## src/common/mem_access_settings.svh

```systemverilog
// Memory access stage settings
// Widths, instruction fields, op codes and control register indexes
`ifndef MEM_ACCESS_SETTINGS_SVH
`define MEM_ACCESS_SETTINGS_SVH

`define MA_LINE_W			512
`define MA_LANES			16
`define MA_ADDR_W			32
`define MA_WORD_W			32
`define MA_WB_REG_W			7
`define MA_CORE_ID_DEFAULT	30'h0

// Instruction fields
`define MA_FMT_HI			31
`define MA_FMT_LO			30
`define MA_FMT_MEM			2'b10
`define MA_LS_BIT			29		// 1 is load
`define MA_OP_HI			28
`define MA_OP_LO			25
`define MA_CR_HI			4
`define MA_CR_LO			0

`define MA_OP_B				4'd0
`define MA_OP_BX			4'd1
`define MA_OP_S				4'd2
`define MA_OP_SX			4'd3
`define MA_OP_L				4'd4
`define MA_OP_SYNC			4'd5
`define MA_OP_CTRL			4'd6
`define MA_OP_BLOCK			4'd7
`define MA_OP_BLOCK_M		4'd8
`define MA_OP_BLOCK_IM		4'd9
`define MA_OP_STRIDED		4'd10
`define MA_OP_STRIDED_M		4'd11
`define MA_OP_STRIDED_IM	4'd12
`define MA_OP_SCGATH		4'd13
`define MA_OP_SCGATH_M		4'd14
`define MA_OP_SCGATH_IM		4'd15

`define MA_CR_STRAND_ID		5'd0
`define MA_CR_SCRATCH		5'd7
`define MA_CR_STRAND_EN		5'd30
`define MA_CR_HALT			5'd31

`define MA_NOP				32'h0000_0000

`endif

```

## src/common/mem_access_pkg.sv

```systemverilog
// Memory access stage types
// Shared vectors, access kinds and the bundles passed between blocks
`include "mem_access_settings.svh"

package mem_access_pkg;

	typedef logic [`MA_LINE_W-1:0]			line_t;
	typedef logic [`MA_WORD_W-1:0]			word_t;
	typedef logic [`MA_ADDR_W-1:0]			addr_t;
	typedef logic [`MA_LANES-1:0]			lane_mask_t;
	typedef logic [$clog2(`MA_LANES)-1:0]	lane_idx_t;
	typedef logic [`MA_LINE_W/8-1:0]		byte_en_t;
	typedef logic [1:0]						strand_t;
	typedef logic [4:0]						cr_idx_t;
	typedef logic [`MA_WB_REG_W-1:0]		wb_reg_t;

	// Masked variants share a kind
	typedef enum logic [2:0]
	{
		MEM_BYTE,
		MEM_HALF,
		MEM_WORD,
		MEM_SYNC,
		MEM_CTRL,
		MEM_BLOCK,
		MEM_STRIDED,
		MEM_SCGATH
	} mem_kind_e;

	typedef struct packed
	{
		logic		valid;
		word_t		instruction;
		strand_t	strand;
		addr_t		pc;
		line_t		store_value;
		line_t		result;
		lane_mask_t	mask;
		lane_idx_t	reg_lane;
		addr_t		base_addr;
		word_t		strided_offset;
		logic		has_writeback;
		wb_reg_t	writeback_reg;
		logic		writeback_is_vector;
	} ma_issue_t;

	typedef struct packed
	{
		logic		is_mem;
		logic		is_store;
		mem_kind_e	kind;
		cr_idx_t	cr_index;
		logic		lane_active;	// Mask bit of the register lane
	} ma_op_t;

	typedef struct packed
	{
		logic		access;
		logic		write;
		logic		sync;
		strand_t	strand;
		addr_t		address;
		lane_idx_t	cache_lane;
		byte_en_t	byte_en;
		line_t		data;
	} ma_dreq_t;

	typedef struct packed
	{
		logic		valid;
		word_t		instruction;
		strand_t	strand;
		addr_t		pc;
		lane_mask_t	mask;
		line_t		result;
		lane_idx_t	reg_lane;
		lane_idx_t	cache_lane;
		logic		has_writeback;
		wb_reg_t	writeback_reg;
		logic		writeback_is_vector;
		logic		was_access;
		word_t		strided_offset;
	} ma_wb_t;

endpackage

```

## src/hdl/mem_op_decode.sv

```systemverilog
// Memory op decoder
// Maps format and op code bits to an access kind, store flag,
// control register index and the active bit of the register lane
`timescale 1ns/1ns
`include "mem_access_settings.svh"

module mem_op_decode
(
	input	mem_access_pkg::word_t		instruction_i,
	input	mem_access_pkg::lane_mask_t	mask_i,
	input	mem_access_pkg::lane_idx_t	reg_lane_i,
	output	mem_access_pkg::ma_op_t		op_o
);

	logic [3:0]					op_code;
	mem_access_pkg::lane_idx_t	lane_bit;

	assign op_code = instruction_i[`MA_OP_HI:`MA_OP_LO];
	assign lane_bit = ~reg_lane_i;		// Lane 0 is the top mask bit

	always_comb
	begin
		op_o.is_mem = instruction_i[`MA_FMT_HI:`MA_FMT_LO] == `MA_FMT_MEM;
		op_o.is_store = !instruction_i[`MA_LS_BIT];
		op_o.cr_index = instruction_i[`MA_CR_HI:`MA_CR_LO];
		op_o.lane_active = mask_i[lane_bit];

		case (op_code)
			`MA_OP_B, `MA_OP_BX:
				op_o.kind = mem_access_pkg::MEM_BYTE;
			`MA_OP_S, `MA_OP_SX:
				op_o.kind = mem_access_pkg::MEM_HALF;
			`MA_OP_L:
				op_o.kind = mem_access_pkg::MEM_WORD;
			`MA_OP_SYNC:
				op_o.kind = mem_access_pkg::MEM_SYNC;
			`MA_OP_CTRL:
				op_o.kind = mem_access_pkg::MEM_CTRL;
			`MA_OP_BLOCK, `MA_OP_BLOCK_M, `MA_OP_BLOCK_IM:
				op_o.kind = mem_access_pkg::MEM_BLOCK;
			`MA_OP_STRIDED, `MA_OP_STRIDED_M, `MA_OP_STRIDED_IM:
				op_o.kind = mem_access_pkg::MEM_STRIDED;
			default:	// Scatter/gather codes
				op_o.kind = mem_access_pkg::MEM_SCGATH;
		endcase
	end

endmodule

```

## config.mk

```make
export PLATFORM = sky130hd
export DESIGN_NAME = mem_op_decode
export DESIGN_NICKNAME = d
export VERILOG_FILES = /design/src/common/mem_access_pkg.sv /design/src/hdl/mem_op_decode.sv
export VERILOG_INCLUDE_DIRS = /design/src /design/src/common
export SDC_FILE = /design/constraint.sdc
export NUM_CORES = 1
export LEC_CHECK = 0
export BUFFER_PORTS_ARGS = -buffer_cell sky130_fd_sc_hd__buf_2
export CAP_MARGIN = 20
export CORE_AREA = 3 3 40 42
export DETAILED_ROUTE_END_ITERATION = 10
export DIE_AREA = 0 0 43 45
export PLACE_DENSITY = 0.73
export SLEW_MARGIN = 20
export SYNTH_ARGS = -nofsm -noshare
export SYNTH_HDL_FRONTEND = slang
export SYNTH_SLANG_ARGS = --single-unit
```

## constraint.sdc

```tcl
create_clock -name vclk -period 0.9
set_input_delay 0.09 -clock vclk [all_inputs]
set_output_delay 0.09 -clock vclk [all_outputs]
set_load 0.01 [all_outputs]
```

; ---- Yosys cells after proc, flatten, opt, wreduce, memory -nomap -nowiden
; Memories as Yosys holds them, arrays and structs flattened.
; Index checks and enable logic that the tools add are counted.
[totals]
ff_bits = 0
mem_bits_ro = 48
inputBits = 52
out_inout_bits = 11
word_cells = 7
mem_count = 1
[mem_list]
columns = name, words, width, read_ports, rd_clocked_by_memory_dff, wr, line
row1 = (name not given), 16, 3, 1, 0, 0, mem_op_decode.sv:28  ; case (op_code)
[classes]
magnitude_cmp = 1
eq_ne = 1
n_mux = 2
bitwise = 1
reduce_logical = 1
[op_table]
columns = cell, count
row1 = $lt A4 B5 Y1 const B, 1
row2 = $bmux W1 S4, 1
row3 = $not A4 Y4, 1
row4 = $eq A2 B2 Y1 const B, 1
row5 = $logic_not A1 Y1, 1
row6 = $mux W1, 1

; ---- Logic depth before layout (Yosys ltp)
[depth]
depth_word = 3
depth_mapped = 3
ltp_nobuf = 3

; ---- Worst setup path before layout
; Ideal clock, no wire load.
[synth_timing]
path_type = input port to output port
startpoint = in reg_lane_i[0]
endpoint = out op_o[0] (netlist name)
t_arrival_ns = 0.855
required_ns = 0.810
path_slack_ns = -0.045
path_stages = 3
n_path_buf = 0
path_cell_list = mux4_1 > mux2i_1 > mux2i_1
[synth_lines]
columns = item, line
row1 = "start, declared", mem_op_decode.sv:11  ; input mem_access_pkg::lane_idx_t reg_lane_i,
row2 = "end, declared", mem_op_decode.sv:12  ; output mem_access_pkg::ma_op_t op_o

==> out/results.tsv <==
stage	metric	value	unit
run_status	outcome	finished with violations	
run_status	violations	setup timing	
global_route	grt_overflow	0	
finish	fillers	143	
worst_setup_path	crit_family	multiplexers	
finish	layout.area.seq	0	um^2
sta	fin_ws	-0.221	ns
global_route	antenna_found_initial	0	
flow_run	drv_cap	0	
floorplan	placement_rows	13	
synthesis	ys_seq_area_share	0	%
sta	fin_tns_setup	-0.221	ns
finish	area_delta_synth_final	64.3	%
global_route	grt_max_degree	6	
sta	setup_violations	1	
worst_setup_path	slowest_stage	mux4_2	
finish	flops_and_latches	0	
detailed_routing	drtIter0Drc	3	
detailed_routing	antenna_left	0	
sta	tightestPinTransition	0.171	ns
sta	finalCriticalPeriod	1.12	ns
synthesis	syn_inst	19	
floorplan	io_pins	63	
worst_setup_path	cpMostUsedCell	mux2i_1	
finish	fin_util	29.1	%
detailed_routing	drt-total-wl	644	um
finish	drive_gt1_share	80.9	%
worst_setup_path	critPathRequiredTime	0.81	ns
floorplan	core	1280	um^2
detailed_routing	vias	260	
worst_setup_path	cp_cell_sequence	buf_12, mux4_2, mux2i_1, mux2i_1, buf_2	
worst_setup_path	crit_start	reg_lane_i[0]	
hold_path	min_path_cells	0	
placement	dp.final_hpwl	623	um
synthesis	synthesis.area	228	um^2
synthesis	synth_cell_type_count	10	
floorplan	die_h	45	um
worst_setup_path	cp-end-kind	output port	
finish	clkbuf_count	0	
hold_path	hp-class	in -> out	
synthesis	ys_warn_count	0	
detailed_routing	dr.pass1.iters	2	
power	peakVddDrop	0.0976	mV
global_route	grt.total_usage	5.68	%
sta	rsz0062_at_grt	true	
global_route	grt_pass1_vias	252	
global_route	grt_pass1_wl	917	um
worst_setup_path	cp_num_buf_inv	2	
sta	max_slew_margin	88.6	%
cts	hold_buffers	0	
synthesis	avgSynthCellArea	12.0	um^2
finish	final_nets	101	
sta	finalHoldViolations	0	
floorplan	die_w	43	um
detailed_routing	drc	0	
worst_setup_path	path_depth	5	
placement	place_area	359	um^2
finish	fin_area	374	um^2
floorplan	start_util	17.7	%
detailed_routing	avgViaCountPerCell	4.19	
worst_setup_path	startpoint_type	input pin	
sta	holdWs	0.180	ns
worst_setup_path	cp_max_fo	4	
sta	max_freq	892	MHz
detailed_routing	routedWlPerCell	10.4	um
power	leakagePower	0.203	nW
worst_setup_path	crit_type	in -> out	
power	p_per_area	470	nW/um^2
synthesis	syn_nets	71	
placement	place.gp.congestion	0.551	
worst_setup_path	arrival	1.03	ns
sta	finalCritPeriodShare	125	%
placement	numPortBuffers	33	
sta	final-max-slew-violation-count	0	
worst_setup_path	endpoint	op_o[0]	
worst_setup_path	slowest_delay	0.49	ns
finish	diodes	0	
floorplan	die_area	1940	um^2
[cell usage in the layout (no fill, tap or decap), drive strengths merged]
master	n
buf	33
mux4	4
mux2i	3
xnor2	1
nor3b	1
a221o	1
a21o	1
inv	1
mux2	1
nor2b	1
[worst min-delay path by stage]
| stage | start | endpoint | slack, ns |
|---|---|---|---|
| finish | instruction_i[0] | op_o[1] | 0.18 |
| CTS | instruction_i[1] | op_o[2] | 0.18 |
| global route | instruction_i[3] | op_o[4] | 0.18 |
| global placement | instruction_i[1] | op_o[2] | 0.18 |
| floorplan | instruction_i[29] | op_o[9] | 0.22 |
| detailed placement | instruction_i[1] | op_o[2] | 0.18 |
[where the power goes]
group	switching, mW	internal [mW]	total (mW)
logic	0.0620	0.114	0.176
clock network	0	0	0
registers	0	0	0
[synthesized netlist by cell type]
master | count | area (um^2)
buf_4 | 5 | 37.5
mux4_1 | 4 | 105
mux2i_1 | 3 | 30.0
a21o_1 | 1 | 7.51
a221o_1 | 1 | 10.0
inv_1 | 1 | 3.75
mux2_2 | 1 | 11.3
nor2b_1 | 1 | 6.26
nor3b_1 | 1 | 7.51
xnor2_1 | 1 | 8.76
[logic make-up after synthesis]
family,synth area share (%)
multiplexers,64.3
AND/OR/NAND/NOR,6.05
buffers and inverters,18.1
AO/OA/AOI/OAI,7.69
XOR/XNOR,3.85
[stage by stage]
stage	std cells	setup WS [ns]	total power [mW]
after global routing	62	-0.300	0.193
after CTS	62	-0.237	0.176
after global placement	62	-0.291	0.167
after floorplan	19	0.00735	0.100
final	62	-0.221	0.176
after detailed placement	62	-0.326	0.171
[layout make-up]
cell class / instances / area, um^2 / area share (%)
inverters: 1 / 3.75 / 1.00
multi-input cells: 13 / 171 / 45.8
repair buffers: 33 / 180 / 48.2
well taps: 15 / 18.8 / 5.02
[per-layer routing]
metal	vias up	share of wire [%]	global-route usage (%)
met4	0	0	0
met3	0	8.5	0.398
met5	-	0	0
met2	11	64	13.2
li1	128	-	-
met1	121	27	5.58
[timing repair]
item	in CTS	in global routing
setup endpoints to repair	1	1
gates resized for setup	3	1
buffers inserted	0	0
pin swaps	0	0
No activity file was read; power rests on OpenSTA's default activity.
