File: src/common/mem_access_settings.svh
// Memory access stage settings
// Widths, instruction fields, op codes and control register indexes
`ifndef MEM_ACCESS_SETTINGS_SVH
`define MEM_ACCESS_SETTINGS_SVH

`define MA_LINE_W			512
`define MA_LANES			16
`define MA_ADDR_W			32
`define MA_WORD_W			32
`define MA_WB_REG_W			7
`define MA_CORE_ID_DEFAULT	30'h0

// Instruction fields
`define MA_FMT_HI			31
`define MA_FMT_LO			30
`define MA_FMT_MEM			2'b10
`define MA_LS_BIT			29		// 1 is load
`define MA_OP_HI			28
`define MA_OP_LO			25
`define MA_CR_HI			4
`define MA_CR_LO			0

`define MA_OP_B				4'd0
`define MA_OP_BX			4'd1
`define MA_OP_S				4'd2
`define MA_OP_SX			4'd3
`define MA_OP_L				4'd4
`define MA_OP_SYNC			4'd5
`define MA_OP_CTRL			4'd6
`define MA_OP_BLOCK			4'd7
`define MA_OP_BLOCK_M		4'd8
`define MA_OP_BLOCK_IM		4'd9
`define MA_OP_STRIDED		4'd10
`define MA_OP_STRIDED_M		4'd11
`define MA_OP_STRIDED_IM	4'd12
`define MA_OP_SCGATH		4'd13
`define MA_OP_SCGATH_M		4'd14
`define MA_OP_SCGATH_IM		4'd15

`define MA_CR_STRAND_ID		5'd0
`define MA_CR_SCRATCH		5'd7
`define MA_CR_STRAND_EN		5'd30
`define MA_CR_HALT			5'd31

`define MA_NOP				32'h0000_0000

`endif

File: src/common/mem_access_pkg.sv
// Memory access stage types
// Shared vectors, access kinds and the bundles passed between blocks
`include "mem_access_settings.svh"

package mem_access_pkg;

	typedef logic [`MA_LINE_W-1:0]			line_t;
	typedef logic [`MA_WORD_W-1:0]			word_t;
	typedef logic [`MA_ADDR_W-1:0]			addr_t;
	typedef logic [`MA_LANES-1:0]			lane_mask_t;
	typedef logic [$clog2(`MA_LANES)-1:0]	lane_idx_t;
	typedef logic [`MA_LINE_W/8-1:0]		byte_en_t;
	typedef logic [1:0]						strand_t;
	typedef logic [4:0]						cr_idx_t;
	typedef logic [`MA_WB_REG_W-1:0]		wb_reg_t;

	// Masked variants share a kind
	typedef enum logic [2:0]
	{
		MEM_BYTE,
		MEM_HALF,
		MEM_WORD,
		MEM_SYNC,
		MEM_CTRL,
		MEM_BLOCK,
		MEM_STRIDED,
		MEM_SCGATH
	} mem_kind_e;

	typedef struct packed
	{
		logic		valid;
		word_t		instruction;
		strand_t	strand;
		addr_t		pc;
		line_t		store_value;
		line_t		result;
		lane_mask_t	mask;
		lane_idx_t	reg_lane;
		addr_t		base_addr;
		word_t		strided_offset;
		logic		has_writeback;
		wb_reg_t	writeback_reg;
		logic		writeback_is_vector;
	} ma_issue_t;

	typedef struct packed
	{
		logic		is_mem;
		logic		is_store;
		mem_kind_e	kind;
		cr_idx_t	cr_index;
		logic		lane_active;	// Mask bit of the register lane
	} ma_op_t;

	typedef struct packed
	{
		logic		access;
		logic		write;
		logic		sync;
		strand_t	strand;
		addr_t		address;
		lane_idx_t	cache_lane;
		byte_en_t	byte_en;
		line_t		data;
	} ma_dreq_t;

	typedef struct packed
	{
		logic		valid;
		word_t		instruction;
		strand_t	strand;
		addr_t		pc;
		lane_mask_t	mask;
		line_t		result;
		lane_idx_t	reg_lane;
		lane_idx_t	cache_lane;
		logic		has_writeback;
		wb_reg_t	writeback_reg;
		logic		writeback_is_vector;
		logic		was_access;
		word_t		strided_offset;
	} ma_wb_t;

endpackage

File: src/hdl/mem_address_gen.sv
// Address generator
// Picks the scalar, strided or gather pointer, forms line address and
// cache lane, and decides access and write for the data cache
`timescale 1ns/1ns

module mem_address_gen
(
	input	mem_access_pkg::ma_op_t		op_i,
	input	mem_access_pkg::ma_issue_t	issue_i,
	input	logic						flush_i,
	output	mem_access_pkg::addr_t		address_o,
	output	mem_access_pkg::lane_idx_t	cache_lane_o,
	output	logic						access_o,
	output	logic						write_o,
	output	logic						unaligned_o
);

	mem_access_pkg::addr_t		strided_ptr;
	mem_access_pkg::addr_t		gather_ptr;
	mem_access_pkg::addr_t		ptr;
	mem_access_pkg::lane_idx_t	lane_rev;
	logic						go;

	assign lane_rev = ~issue_i.reg_lane;
	assign strided_ptr = issue_i.base_addr + issue_i.strided_offset;
	assign gather_ptr = issue_i.result[lane_rev * $bits(mem_access_pkg::word_t)
		+: $bits(mem_access_pkg::word_t)];

	always_comb
	begin
		case (op_i.kind)
			mem_access_pkg::MEM_STRIDED:
				ptr = strided_ptr;
			mem_access_pkg::MEM_SCGATH:
				ptr = gather_ptr;
			default:
				ptr = issue_i.result[31:0];
		endcase
	end

	assign address_o = {ptr[31:6], 6'd0};
	assign cache_lane_o = ptr[5:2];

	assign go = issue_i.valid && !flush_i && op_i.is_mem;

	// Block ignores the lane mask, the others need their lane enabled
	assign access_o = go && (op_i.kind == mem_access_pkg::MEM_BLOCK
		|| (op_i.kind != mem_access_pkg::MEM_CTRL && op_i.lane_active));
	assign write_o = go && op_i.is_store && op_i.kind != mem_access_pkg::MEM_CTRL;

	always_comb
	begin
		case (op_i.kind)
			mem_access_pkg::MEM_BYTE:
				unaligned_o = 1'b0;
			mem_access_pkg::MEM_HALF:
				unaligned_o = ptr[0];
			mem_access_pkg::MEM_BLOCK:
				unaligned_o = ptr[5:0] != 6'd0;		// Whole line
			default:
				unaligned_o = ptr[1:0] != 2'd0;
		endcase
	end

endmodule

File: config.mk
export PLATFORM = sky130hd
export DESIGN_NAME = mem_address_gen
export DESIGN_NICKNAME = d
export VERILOG_FILES = /design/src/common/mem_access_pkg.sv /design/src/hdl/mem_address_gen.sv
export VERILOG_INCLUDE_DIRS = /design/src /design/src/common
export SDC_FILE = /design/constraint.sdc
export NUM_CORES = 1
export LEC_CHECK = 0
export BUFFER_PORTS_ARGS = -buffer_cell sky130_fd_sc_hd__buf_2
export CORE_AREA = 2 2 474 476
export DETAILED_ROUTE_END_ITERATION = 6
export DIE_AREA = 0 0 476 478
export PLACE_DENSITY = 0.3
export SYNTH_ARGS = -nofsm -noshare
export SYNTH_HDL_FRONTEND = slang
export SYNTH_SLANG_ARGS = --single-unit
File: constraint.sdc
create_clock -name vclk -period 3.9
set_input_delay 0.585 -clock vclk [all_inputs]
set_output_delay 0.585 -clock vclk [all_outputs]
set_load 0.02 [all_outputs]
Yosys cells after proc, flatten, opt, wreduce, memory -nomap -nowiden
Cells that the tools add are included.
{ "classes": {"addsub": 1, "mul": 0, "div_mod_pow": 0, "n_lt_le_gt_ge": 0, "eq_ne": 5, "shift": 1, "n_mux": 2, "n_bitwise": 1, "n_reduce_logical": 11} }
{ "op_table": {"columns": ["cell", "n"], "rows": [
  ["$shiftx 512x10->32", 1],
  ["$pmux 32 s2", 1],
  ["$add 32x32->32", 1],
  ["$eq 3x3->1 const B", 3],
  ["$logic_and 1x1->1", 6],
  ["$reduce_bool 6->1", 1],
  ["$not 4->4", 1],
  ["$eq 3x1->1 const B", 1],
  ["$logic_not 3->1", 1],
  ["$ne 3x3->1 const B", 1],
  ["$pmux 1 s3", 1],
  ["$reduce_bool 2->1", 1],
  ["$logic_not 1->1", 1],
  ["$logic_or 1x1->1", 1]
]} }
{ "totals": {"register_bits": 0, "latchBits": 0, "mem_bits_rw": 0, "rom_bits": 0, "in_bits": 1196, "out_inout_bits": 39, "word_cells": 21, "memories": 0} }

Depth between registers and ports, before layout
{ "logic_depth": {"depth_word": 5, "depth_mapped": 12, "mapped_depth_nobuf": 11} }

Worst setup path before layout
Ideal clock, no wire load.
{ "synth_path": {"path_kind": "input port to output port", "from": "input issue_i[9] in the netlist's numbering", "to": "output address_o[30]", "arrival_ps": 3056, "path_slack_ps": 259, "cell_stages": 12, "cell_sequence": "ha_1 -> inv_1 -> fa_1 -> nor2b_1 -> o211ai_1 -> a311oi_1 -> nand2_1 -> and3_1 -> clkbuf_1 -> o21ai_0 -> nor4_1 -> a311oi_1"} }
{ "synth_via": {"elab_chain_len": 2} }
{ "synth_rtl": {"columns": ["item", "line", "text"], "rows": [
  ["start: declaration", "mem_address_gen.sv:9", "input mem_access_pkg::ma_issue_t issue_i,"],
  ["$add 32x32->32", "mem_address_gen.sv:25", "assign strided_ptr = issue_i.base_addr + issue_i.strided_offset;"],
  ["$pmux 32 s2", "mem_address_gen.sv:31", "case (op_i.kind)"],
  ["end: declaration", "mem_address_gen.sv:11", "output mem_access_pkg::addr_t address_o,"]
]} }
Every way passes these cells.

Worst setup path after layout
{ "layout_path": {"from": "input issue_i[11] in the netlist's numbering", "to": "output address_o[18]"} }
The elaborated chain is that of the path after synthesis.

==> out/summary.md <==
The flow ran to the end, and the final reports show no timing, DRC or antenna violations. The sequential cell area was 0 µm²; the peak fanout along the critical path was 3. The first global-routing pass estimated 107000 µm of wire. The critical path contains buffers and inverters numbering 4 combined.

The die outline width works out to 476 µm. Worst min-delay path startpoint: flush_i. Dividing the detail-routed wire length by the instance count gives 20.8 µm.

Yosys printed 0 warnings. In the final layout, the share of cells above drive strength 1 is 74.3%. In this run the worst setup path begins at issue_i[11]. For the maximum operating frequency, the log shows 262 MHz. The die extent in y works out to 478 µm. In this design, the stage delay of the slowest critical-path cell is 510 ps.

The areal power density over the cells came out at 127 nW/µm². The classification of the worst setup path was input pin to primary output. The final layout contains routed wiring with a total length of 89200 µm. The total count of max-transition violations in the final report is 0, and the max-capacitance violation count is 0.

The sequential element share of the synthesized area was 0%. The slowest cell on the critical path was o41a_1. The worst setup path is captured at a primary output. Final clock period utilization by the worst path: 97.8%.

The cell area after synthesis was 6090 µm²; the number of I/O pins was 1235. Summed over all cells, the static leakage comes to 5.25 nW. At the end of routability-driven placement, the weighted congestion stood at 0.828. The die footprint is 228000 µm², and the DRC marker count from the first detailed-route iteration is 419. The layout net count was 2500.

The signal on the critical path passes through buf_2, ha_4, buf_4, nor2b_2, o211ai_1, buf_4, a311oi_4, o41a_1, a221oi_2, xnor2_2, nand2_2, nand2_2, buf_6. The initial antenna violation count came out at 135. For the pin with the worst max-slew slack, the measured transition is 580 ps. Setup repair after global routing could not meet its margin everywhere. Cells fill 6.36% of the core in the end. In the routed layout, each cell is associated on average with a via count of 2.08. Subtracting the final worst setup slack from the clock period gives 3820 ps. The post-detailed-route DRC marker count is 0. Summing all placed instances gives a cell area of 13800 µm². The cell type group with the largest total delay on the critical path is compound AO/OA/AOI/OAI gates. The area added between synthesis and finish is 133%. The number of distinct standard cells referenced by the synthesized netlist is 55.

For the footprint of the multi-input gates, the log shows 5990 µm². Measured against its own limit, the worst slew margin works out to 61.3%. Most common library cell in the layout ignoring fill and taps: buf_2. Across the VDD grid, the largest voltage drop is 0.0457 mV. The wire-length estimate of the detail-placed layout is 84300 µm.

STA classifies the critical path startpoint as an input pin. The number of port buffers is 621. For the number of nets with antenna violations after detailed routing, the log shows 0. The final setup violation count is 0. Across all layers, the routed design uses 8906 vias. The top cell types in the final layout, fill and taps aside, are buf_2 (604), mux4_2 (147), buf_4 (121).

The tools report the total global routing track utilization as 7.48%. Counting every instance in the synthesized netlist gives 577. The placement row count came out at 174.

The run gives 0 as the number of sequential cells. After floorplanning, the core was sized to cover 223000 µm². The logs give 32 for the pin count of the biggest net entering global routing and 3230 ps for the arrival time of the worst setup path.

The worst path required time is 3310 ps, and the starting density of the core is 2.73%. Class of the most critical hold timing path: input pin to primary output. After routing the design area is 14200 µm².

The first detailed-routing pass ran for 4 iterations. The number of global-route vias before repair is 9070. The layout filler cell count is 26300, and the number of failing hold endpoints at the final stage is 0. The final-layout clock buffer total was 0; the post-synthesis area per instance was 10.6 µm². The overall overflow remaining after global route is 0.
-- report_power, final --
group          switching (W)       total (W)    internal [W]
registers                  0               0               0
clock network              0  0.000000000911  0.000000000911
logic               0.000938         0.00181        0.000867
total               0.000938         0.00181        0.000867
-- cell type report --
cell class / instances / share of cell area, %
timing repair buffer: 750 / 30.8
antenna: 24 / 0.423
tap: 2992 / 26.4
multi-input combinational: 511 / 42.2
inverter: 9 / 0.238
-- kinds of logic (layout without fill, tap and decap cells) --
logic type,after synthesis,in the layout,synth area share [%]
xor gates and xnor gates,21,21,3.02
other,1,30,0.0615
muxes,159,159,57.4
adders and majority gates,32,32,6.69
and+or+nand+nor,123,123,9.26
AOI/OAI and AO/OA,170,170,17.5
buffers and inverters,71,759,6.12
-- cell usage after synthesis (all sizes together) (2+ instances only) --
library cell	number	area share, %
a22oi	7	0.86
a221oi	3	0.43
buf	38	4.1
and3	9	0.92
nor2b	3	0.31
nand2	37	2.3
o211ai	5	0.62
nand3b	2	0.25
o21bai	5	0.62
clkbuf	24	1.5
mux2i	6	0.99
a21o	17	2.1
nor3	15	1.2
nor2	37	2.3
a211oi	14	1.7
ha	31	6.4
inv	9	0.55
nand3	8	0.66
nor4	2	0.21
a311oi	2	0.29
xnor2	14	2.0
a21oi	58	4.8
nand4	3	0.31
o21a	6	0.74
o21ai	37	3.0
mux4	151	56
mux2	2	0.37
o31ai	2	0.25
xor2	7	1.0
a31oi	4	0.41
-- worst paths after layout --
path  depth (start not counted)            end  slack, ps
max                          13  address_o[18]         80
min                           3       access_o       1490
-- through the flow --
stage / power (W) / hold WS (ps) / cells / setup WS, ps / TNS [ps]
after CTS: 0.00190 / 1510 / 4260 / -14.8 / -14.8
after global placement: 0.00184 / 1510 / 4260 / -308 / -3420
final: 0.00181 / 1490 / 4286 / 83.9 / 0
after floorplan: 0.000728 / 1260 / 582 / 259 / 0
after global routing: 0.00198 / 1510 / 4281 / -1.49 / -2.51
after detailed placement: 0.00184 / 1500 / 4260 / -305 / -2900
-- timing repair --
item                       4_1_cts  5_1_grt
setup buffers                    0        2
pin swaps                        9       11
gates resized for setup         48       26
gates cloned                     0        1
setup endpoints to repair       23       22
hold buffers                     0        0
-- routing by layer --
metal / track usage, % / up-vias / wire [µm]
li1: - / 3865 / -
met1: 8.86 / 4294 / 34200
met2: 13.3 / 527 / 45000
met3: 2.63 / 154 / 8530
met4: 0.560 / 66 / 1040
met5: 0 / - / 452
(Power assumes the default switching activity.)
