===== src/common/mem_access_settings.svh =====
// Memory access stage settings
// Widths, instruction fields, op codes and control register indexes
`ifndef MEM_ACCESS_SETTINGS_SVH
`define MEM_ACCESS_SETTINGS_SVH

`define MA_LINE_W			512
`define MA_LANES			16
`define MA_ADDR_W			32
`define MA_WORD_W			32
`define MA_WB_REG_W			7
`define MA_CORE_ID_DEFAULT	30'h0

// Instruction fields
`define MA_FMT_HI			31
`define MA_FMT_LO			30
`define MA_FMT_MEM			2'b10
`define MA_LS_BIT			29		// 1 is load
`define MA_OP_HI			28
`define MA_OP_LO			25
`define MA_CR_HI			4
`define MA_CR_LO			0

`define MA_OP_B				4'd0
`define MA_OP_BX			4'd1
`define MA_OP_S				4'd2
`define MA_OP_SX			4'd3
`define MA_OP_L				4'd4
`define MA_OP_SYNC			4'd5
`define MA_OP_CTRL			4'd6
`define MA_OP_BLOCK			4'd7
`define MA_OP_BLOCK_M		4'd8
`define MA_OP_BLOCK_IM		4'd9
`define MA_OP_STRIDED		4'd10
`define MA_OP_STRIDED_M		4'd11
`define MA_OP_STRIDED_IM	4'd12
`define MA_OP_SCGATH		4'd13
`define MA_OP_SCGATH_M		4'd14
`define MA_OP_SCGATH_IM		4'd15

`define MA_CR_STRAND_ID		5'd0
`define MA_CR_SCRATCH		5'd7
`define MA_CR_STRAND_EN		5'd30
`define MA_CR_HALT			5'd31

`define MA_NOP				32'h0000_0000

`endif


===== src/common/mem_access_pkg.sv =====
// Memory access stage types
// Shared vectors, access kinds and the bundles passed between blocks
`include "mem_access_settings.svh"

package mem_access_pkg;

	typedef logic [`MA_LINE_W-1:0]			line_t;
	typedef logic [`MA_WORD_W-1:0]			word_t;
	typedef logic [`MA_ADDR_W-1:0]			addr_t;
	typedef logic [`MA_LANES-1:0]			lane_mask_t;
	typedef logic [$clog2(`MA_LANES)-1:0]	lane_idx_t;
	typedef logic [`MA_LINE_W/8-1:0]		byte_en_t;
	typedef logic [1:0]						strand_t;
	typedef logic [4:0]						cr_idx_t;
	typedef logic [`MA_WB_REG_W-1:0]		wb_reg_t;

	// Masked variants share a kind
	typedef enum logic [2:0]
	{
		MEM_BYTE,
		MEM_HALF,
		MEM_WORD,
		MEM_SYNC,
		MEM_CTRL,
		MEM_BLOCK,
		MEM_STRIDED,
		MEM_SCGATH
	} mem_kind_e;

	typedef struct packed
	{
		logic		valid;
		word_t		instruction;
		strand_t	strand;
		addr_t		pc;
		line_t		store_value;
		line_t		result;
		lane_mask_t	mask;
		lane_idx_t	reg_lane;
		addr_t		base_addr;
		word_t		strided_offset;
		logic		has_writeback;
		wb_reg_t	writeback_reg;
		logic		writeback_is_vector;
	} ma_issue_t;

	typedef struct packed
	{
		logic		is_mem;
		logic		is_store;
		mem_kind_e	kind;
		cr_idx_t	cr_index;
		logic		lane_active;	// Mask bit of the register lane
	} ma_op_t;

	typedef struct packed
	{
		logic		access;
		logic		write;
		logic		sync;
		strand_t	strand;
		addr_t		address;
		lane_idx_t	cache_lane;
		byte_en_t	byte_en;
		line_t		data;
	} ma_dreq_t;

	typedef struct packed
	{
		logic		valid;
		word_t		instruction;
		strand_t	strand;
		addr_t		pc;
		lane_mask_t	mask;
		line_t		result;
		lane_idx_t	reg_lane;
		lane_idx_t	cache_lane;
		logic		has_writeback;
		wb_reg_t	writeback_reg;
		logic		writeback_is_vector;
		logic		was_access;
		word_t		strided_offset;
	} ma_wb_t;

endpackage


===== src/hdl/control_regs.sv =====
// Core control registers
// Strand ID, scratch and strand enable, read into the result word
// and written from store values
`timescale 1ns/1ns
`include "mem_access_settings.svh"

module control_regs
#(
	parameter logic [29:0]	core_id_p = `MA_CORE_ID_DEFAULT
)
(
	input	logic						clk,
	input	logic						arst_n_i,
	input	mem_access_pkg::ma_op_t		op_i,
	input	mem_access_pkg::ma_issue_t	issue_i,
	input	logic						flush_i,
	output	mem_access_pkg::line_t		result_nxt_o,
	output	logic [3:0]					strand_enable_o
);

	mem_access_pkg::word_t	scratch_q;
	logic					is_ctrl;
	logic					cr_write;

	assign is_ctrl = op_i.is_mem && op_i.kind == mem_access_pkg::MEM_CTRL;
	assign cr_write = issue_i.valid && !flush_i && is_ctrl && op_i.is_store;

	always_comb
	begin
		if (is_ctrl && !op_i.is_store)
		begin
			case (op_i.cr_index)
				`MA_CR_STRAND_ID:
					result_nxt_o = mem_access_pkg::line_t'({core_id_p, issue_i.strand});
				`MA_CR_SCRATCH:
					result_nxt_o = mem_access_pkg::line_t'(scratch_q);
				`MA_CR_STRAND_EN:
					result_nxt_o = mem_access_pkg::line_t'(strand_enable_o);
				default:
					result_nxt_o = '0;
			endcase
		end
		else
			result_nxt_o = issue_i.result;
	end

	always_ff @(posedge clk or negedge arst_n_i)
	begin
		if (!arst_n_i)
		begin
			scratch_q <= '0;
			strand_enable_o <= 4'b0001;		// Only strand 0 runs
		end
		else if (cr_write)
		begin
			case (op_i.cr_index)
				`MA_CR_SCRATCH:
					scratch_q <= issue_i.store_value[31:0];
				`MA_CR_STRAND_EN:
					strand_enable_o <= issue_i.store_value[3:0];
				`MA_CR_HALT:
					strand_enable_o <= 4'b0000;
				default:
					;
			endcase
		end
	end

endmodule


===== config.mk =====
export PLATFORM = sky130hd
export DESIGN_NAME = control_regs
export DESIGN_NICKNAME = d
export VERILOG_FILES = /design/src/common/mem_access_pkg.sv /design/src/hdl/control_regs.sv
export VERILOG_INCLUDE_DIRS = /design/src /design/src/common
export SDC_FILE = /design/constraint.sdc
export NUM_CORES = 1
export LEC_CHECK = 0
export ABC_CLOCK_PERIOD_IN_PS = 3600
export BUFFER_PORTS_ARGS = -buffer_cell sky130_fd_sc_hd__buf_2
export CORE_AREA = 2 2 664 666
export DETAILED_ROUTE_END_ITERATION = 16
export DIE_AREA = 0 0 666 668
export GPL_ROUTABILITY_DRIVEN = 0
export SETUP_SLACK_MARGIN = 0.2
export SYNTH_ARGS = -nofsm -noshare
export SYNTH_HDL_FRONTEND = slang
export SYNTH_SLANG_ARGS = --single-unit

===== constraint.sdc =====
create_clock -name clk -period 3.6 [get_ports clk]
set_clock_uncertainty 0.2 [all_clocks]
set_input_delay 0.54 -clock clk [delete_from_list [all_inputs] [get_ports clk]]
set_output_delay 0.54 -clock clk [all_outputs]
set_load 0.05 [all_outputs]

## Word level (Yosys, flattened, before mapping)

Cells that the tools add are included.

| cells by class | value |
|---|---|
| reductions and logical operators | 11 |
| eq/ne operators | 4 |
| muxes and demuxes | 3 |

Operator list:

| kind | number |
|---|---|
| $mux W512 | 1 |
| $pmux W32 S3 | 1 |
| $eq A5 B5 Y1 const B | 2 |
| $pmux W4 S2 | 1 |
| $eq A5 B3 Y1 const B | 1 |
| $logic_and A1 B1 Y1 | 5 |
| $logic_not A5 Y1 | 1 |
| $reduce_and A2 Y1 | 2 |
| $eq A3 B3 Y1 const B | 1 |
| $logic_not A1 Y1 | 2 |
| $reduce_bool A2 Y1 | 1 |

| storage, ports and cells | value |
|---|---|
| logic and storage cells | 20 |
| input port bits | 1198 |
| flip-flop bits (word level) | 36 |
| output and inout port bits | 516 |

## Longest topological paths before layout

| logic depth | value |
|---|---|
| depth after elaboration | 5 |
| depth in mapped cells | 6 |

## Worst setup path before layout

OpenSTA, ideal clock, no wires.

| timing path | value |
|---|---|
| path type | register -> output |
| start point | reg strand_enable_o[0] |
| end point | out result_nxt_o[0] |
| data required time | 2.860 ns |
| setup slack | 0.853 ns |
| arrival time | 2.007 ns |
| stages on the path, launching flop included | 4 |
| cell sequence | dfstp_2 inv_1 or3_1 a41oi_1 |

| on the way | value |
|---|---|
| longest elaborated chain between the ends | 2 |

Ends and longest elaborated chain:

| item | line | RTL |
|---|---|---|
| start, declared | control_regs.sv:18 | `output logic [3:0] strand_enable_o` |
| start signal, assigned | control_regs.sv:60 | `strand_enable_o <= issue_i.store_value[3:0];` |
| $pmux W32 S3 | control_regs.sv:32 | `case (op_i.cr_index)` |
| $mux W512 | control_regs.sv:30 | `if (is_ctrl && !op_i.is_store)` |
| end, declared | control_regs.sv:17 | `output mem_access_pkg::line_t result_nxt_o,` |

No other way between the ends.

## Worst setup path in the final report

| timing path | value |
|---|---|
| start point | in op_i[6] in the netlist's numbering |
| end point | out result_nxt_o[4] |

| on the way | value |
|---|---|
| longest elaborated chain between the ends | 4 |

Ends and longest elaborated chain:

| item | line | RTL |
|---|---|---|
| start, declared | control_regs.sv:14 | `input mem_access_pkg::ma_op_t op_i,` |
| $eq A3 B3 Y1 | control_regs.sv:25 | `assign is_ctrl = op_i.is_mem && op_i.kind == mem_access_pkg::MEM_CTRL;` |
| $logic_and A1 B1 Y1 | control_regs.sv:25 |  |
| $logic_and A1 B1 Y1 | control_regs.sv:30 |  |
| $mux W512 | control_regs.sv:30 |  |

No other way between the ends.

==> flow_metrics.py <==
metrics = {
    "clock_tree": {
        "cts-resized-gates": 0,
        "clock-sinks": 36,
        "cts_setup_buffers": 0,
        "path_clk_slew_ns": 0.08,
        "cts_max_level": 2,
        "cts_hold_buf": 0,
        "root_buffer": "clkbuf_16",
        "cts_buffers": 5,
        "clk_path_buf_depth": 2,
        "cts_tree": "done",
        "clk_latency_ns": 0.31,
    },
    "synthesis": {
        "synth_edf_count": 0,
        "postSynthAreaPerCell_um2": 7.480,
        "yosysWarnings": 0,
        "async_flop_share_pct": 100.0,
        "syn_area_um2": 5109,
        "ys_seq_area_share_pct": 17.66,
        "netlist_instances": 683,
        "synth-seq-cells": 36,
        "synth_nets": 1881,
        "ys.flop_type": "dfrtp_1",
        "yosysUniqueCellTypes": 27,
    },
    "route": {
        "first_pass_iters": 6,
        "viasPerCell": 1.539,
        "num_vias": 11580,
        "drc": 0,
        "ant_nets": 0,
        "drt_iter0_drc": 706,
        "totalWireLength_mm": 276.5,
        "wl_per_cell_um": 36.72,
    },
    "global_route": {
        "grt_usage_pct": 11.96,
        "grt_pass1_vias": 9887,
        "grt_max_degree": 97,
        "grt-ovfl-total": 0,
        "grt_antenna_before_repair": 422,
        "grt_pass1_wl_mm": 296.0,
    },
    "die": {
        "die_h_um": 668,
        "io-pin-count": 1714,
        "start_util_pct": 1.168,
        "core_um2": 437200,
        "die_area_um2": 444900,
        "row_count": 243,
        "dieWidth_um": 666,
    },
    "layout": {
        "fin_cells": 7528,
        "syn_to_final_growth_pct": 332.0,
        "seqCellArea_um2": 902.1,
        "final_common_cell": "buf_2",
        "multiInputGateArea_um2": 3919,
        "nets": 2920,
        "final_layout_size_suffix_gt1_share_pct": 65.93,
        "layout_common_cells": "buf_2 (780), and2_1 (480), buf_12 (280)",
        "fill_cells": 51750,
    },
    "power_and_ir_drop": {
        "totalPowerFinal_mw": 4.820,
        "vdd_drop_max_v": 0.0001583,
        "power.density_nw_per_um2": 218.4,
        "leakagePower_nw": 7.927,
    },
    "place": {
        "placed_cells": 7472,
        "dpl.hpwl_mm": 270.0,
        "place.port_buffers": 1075,
    },
    "worst_setup_path": {
        "cp_top_family": "simple AND/OR/NAND/NOR gates",
        "startpoint_type": "input port",
        "required_ns": 2.86,
        "crit_path_max_incr_delay_ns": 0.64,
        "critPathMaxFanout": 8,
        "crit_chain": "buf_2 -> nand4bb_4 -> nor4_4 -> a22o_1 -> buf_12",
        "critical_path_buf_inv_count": 2,
        "r2r_setup_slack_ns": 2.57,
        "critPathSlowestCell": "a22o_1",
        "path_class": "input port to primary output",
        "arrival_ns": 2.46,
        "cp-end-kind": "primary output",
    },
    "sta": {
        "drv_slew": 0,
        "setup_viol_count_final": 0,
        "min_period_ns": 3.195,
        "fmax_ghz": 0.3130,
        "slew_headroom_pct": 33.17,
        "tns_ns": 0,
        "grt_setup_unrepaired": "no",
        "hold_viol": 0,
        "fin_crit_sh_pct": 88.76,
        "holdWs_ns": 0.1996,
        "max_slew.worst_pin.slew_ns": 1.002,
    },
    "worst_hold_path": {
        "hold_path.class": "input port to asynchronous set/reset pin",
    },
    "flow_run": {
        "drv_cap": 0,
    },
    "run_status": {
        "status": "finished, final reports clean",
    },
}
==> logic make-up after synthesis <==
| logic type | after synthesis | share of synthesized area [%] |
|---|---|---|
| flops | 36 | 17.66 |
| simple gates | 509 | 62.94 |
| mux | 36 | 7.837 |
| buf+inv | 66 | 5.780 |
| compound gates | 36 | 5.780 |
==> layer usage <==
| layer | global-route usage (%) | part of all wire, % |
|---|---|---|
| met5 | 0.1628 | 0.092 |
| met4 | 1.234 | 2.3 |
| met3 | 9.146 | 16 |
| met2 | 18.67 | 43 |
| met1 | 13.19 | 39 |
==> through the flow <==
step / cell area [um^2] / utilization (%) / worst slack [ns]
floorplan: 5109 / - / 0.8525
global placement: 21800 / 4.986 / 0.4219
detailed placement: 21800 / 4.986 / 0.4478
CTS: 21950 / 5.020 / 0.4370
global route: 21990 / 5.030 / 0.3747
finish: 22070 / 5.048 / 0.4048
==> flip-flops by register name, summed over array words and instances, names as in the netlist <==
name,flops
scratch_q,32
strand_enable_o,4
==> cells in the mapped netlist, types with 2 or more instances <==
cell type  count  area share, %
and2_1       480             59
mux2_2        28            6.2
nor3_1         2           0.20
mux2i_1        4           0.78
nor4_4         2           0.83
buf_6          5            1.1
a31oi_1        2           0.24
a21oi_1        4           0.39
nand2_1        5           0.37
a22o_1        28            4.8
inv_1          5           0.37
a41oi_1        2           0.34
clkbuf_1      50            3.7
mux2_1         4           0.88
nand3_1        8           0.78
nor2_1         2           0.15
dfrtp_1       35             17
buf_2          5           0.49
or3_1          4           0.49
==> area by class of cell <==
| type | count | area share (%) |
|---|---|---|
| sequential | 36 | 4.088 |
| antenna | 48 | 0.5443 |
| clock buffer | 5 | 0.5670 |
| inverter | 5 | 0.08504 |
| clock inverter | 3 | 0.1077 |
| multi-input combinational | 581 | 17.76 |
| tap | 5757 | 32.64 |
| timing repair buffer | 1093 | 44.21 |
==> final timing paths <==
check	depth (start not counted)	end	startpoint
max	5	result_nxt_o[4]	op_i[6]
min	1	strand_enable_o[3]	arst_n_i
max reg2reg	1	scratch_q[8]	scratch_q[8]
min reg2reg	1	scratch_q[22]	scratch_q[22]
max in group asynchronous	1	scratch_q[7]	arst_n_i
min in group clk	2	scratch_q[23]	issue_i[628]
==> power breakdown <==
group	internal (mW)	total, mW	switching, mW
registers	0.408	0.411	0.00272
logic	1.18	3.92	2.74
clock network	0.259	0.489	0.230
total	1.84	4.82	2.98
(Power assumes the default switching activity.)
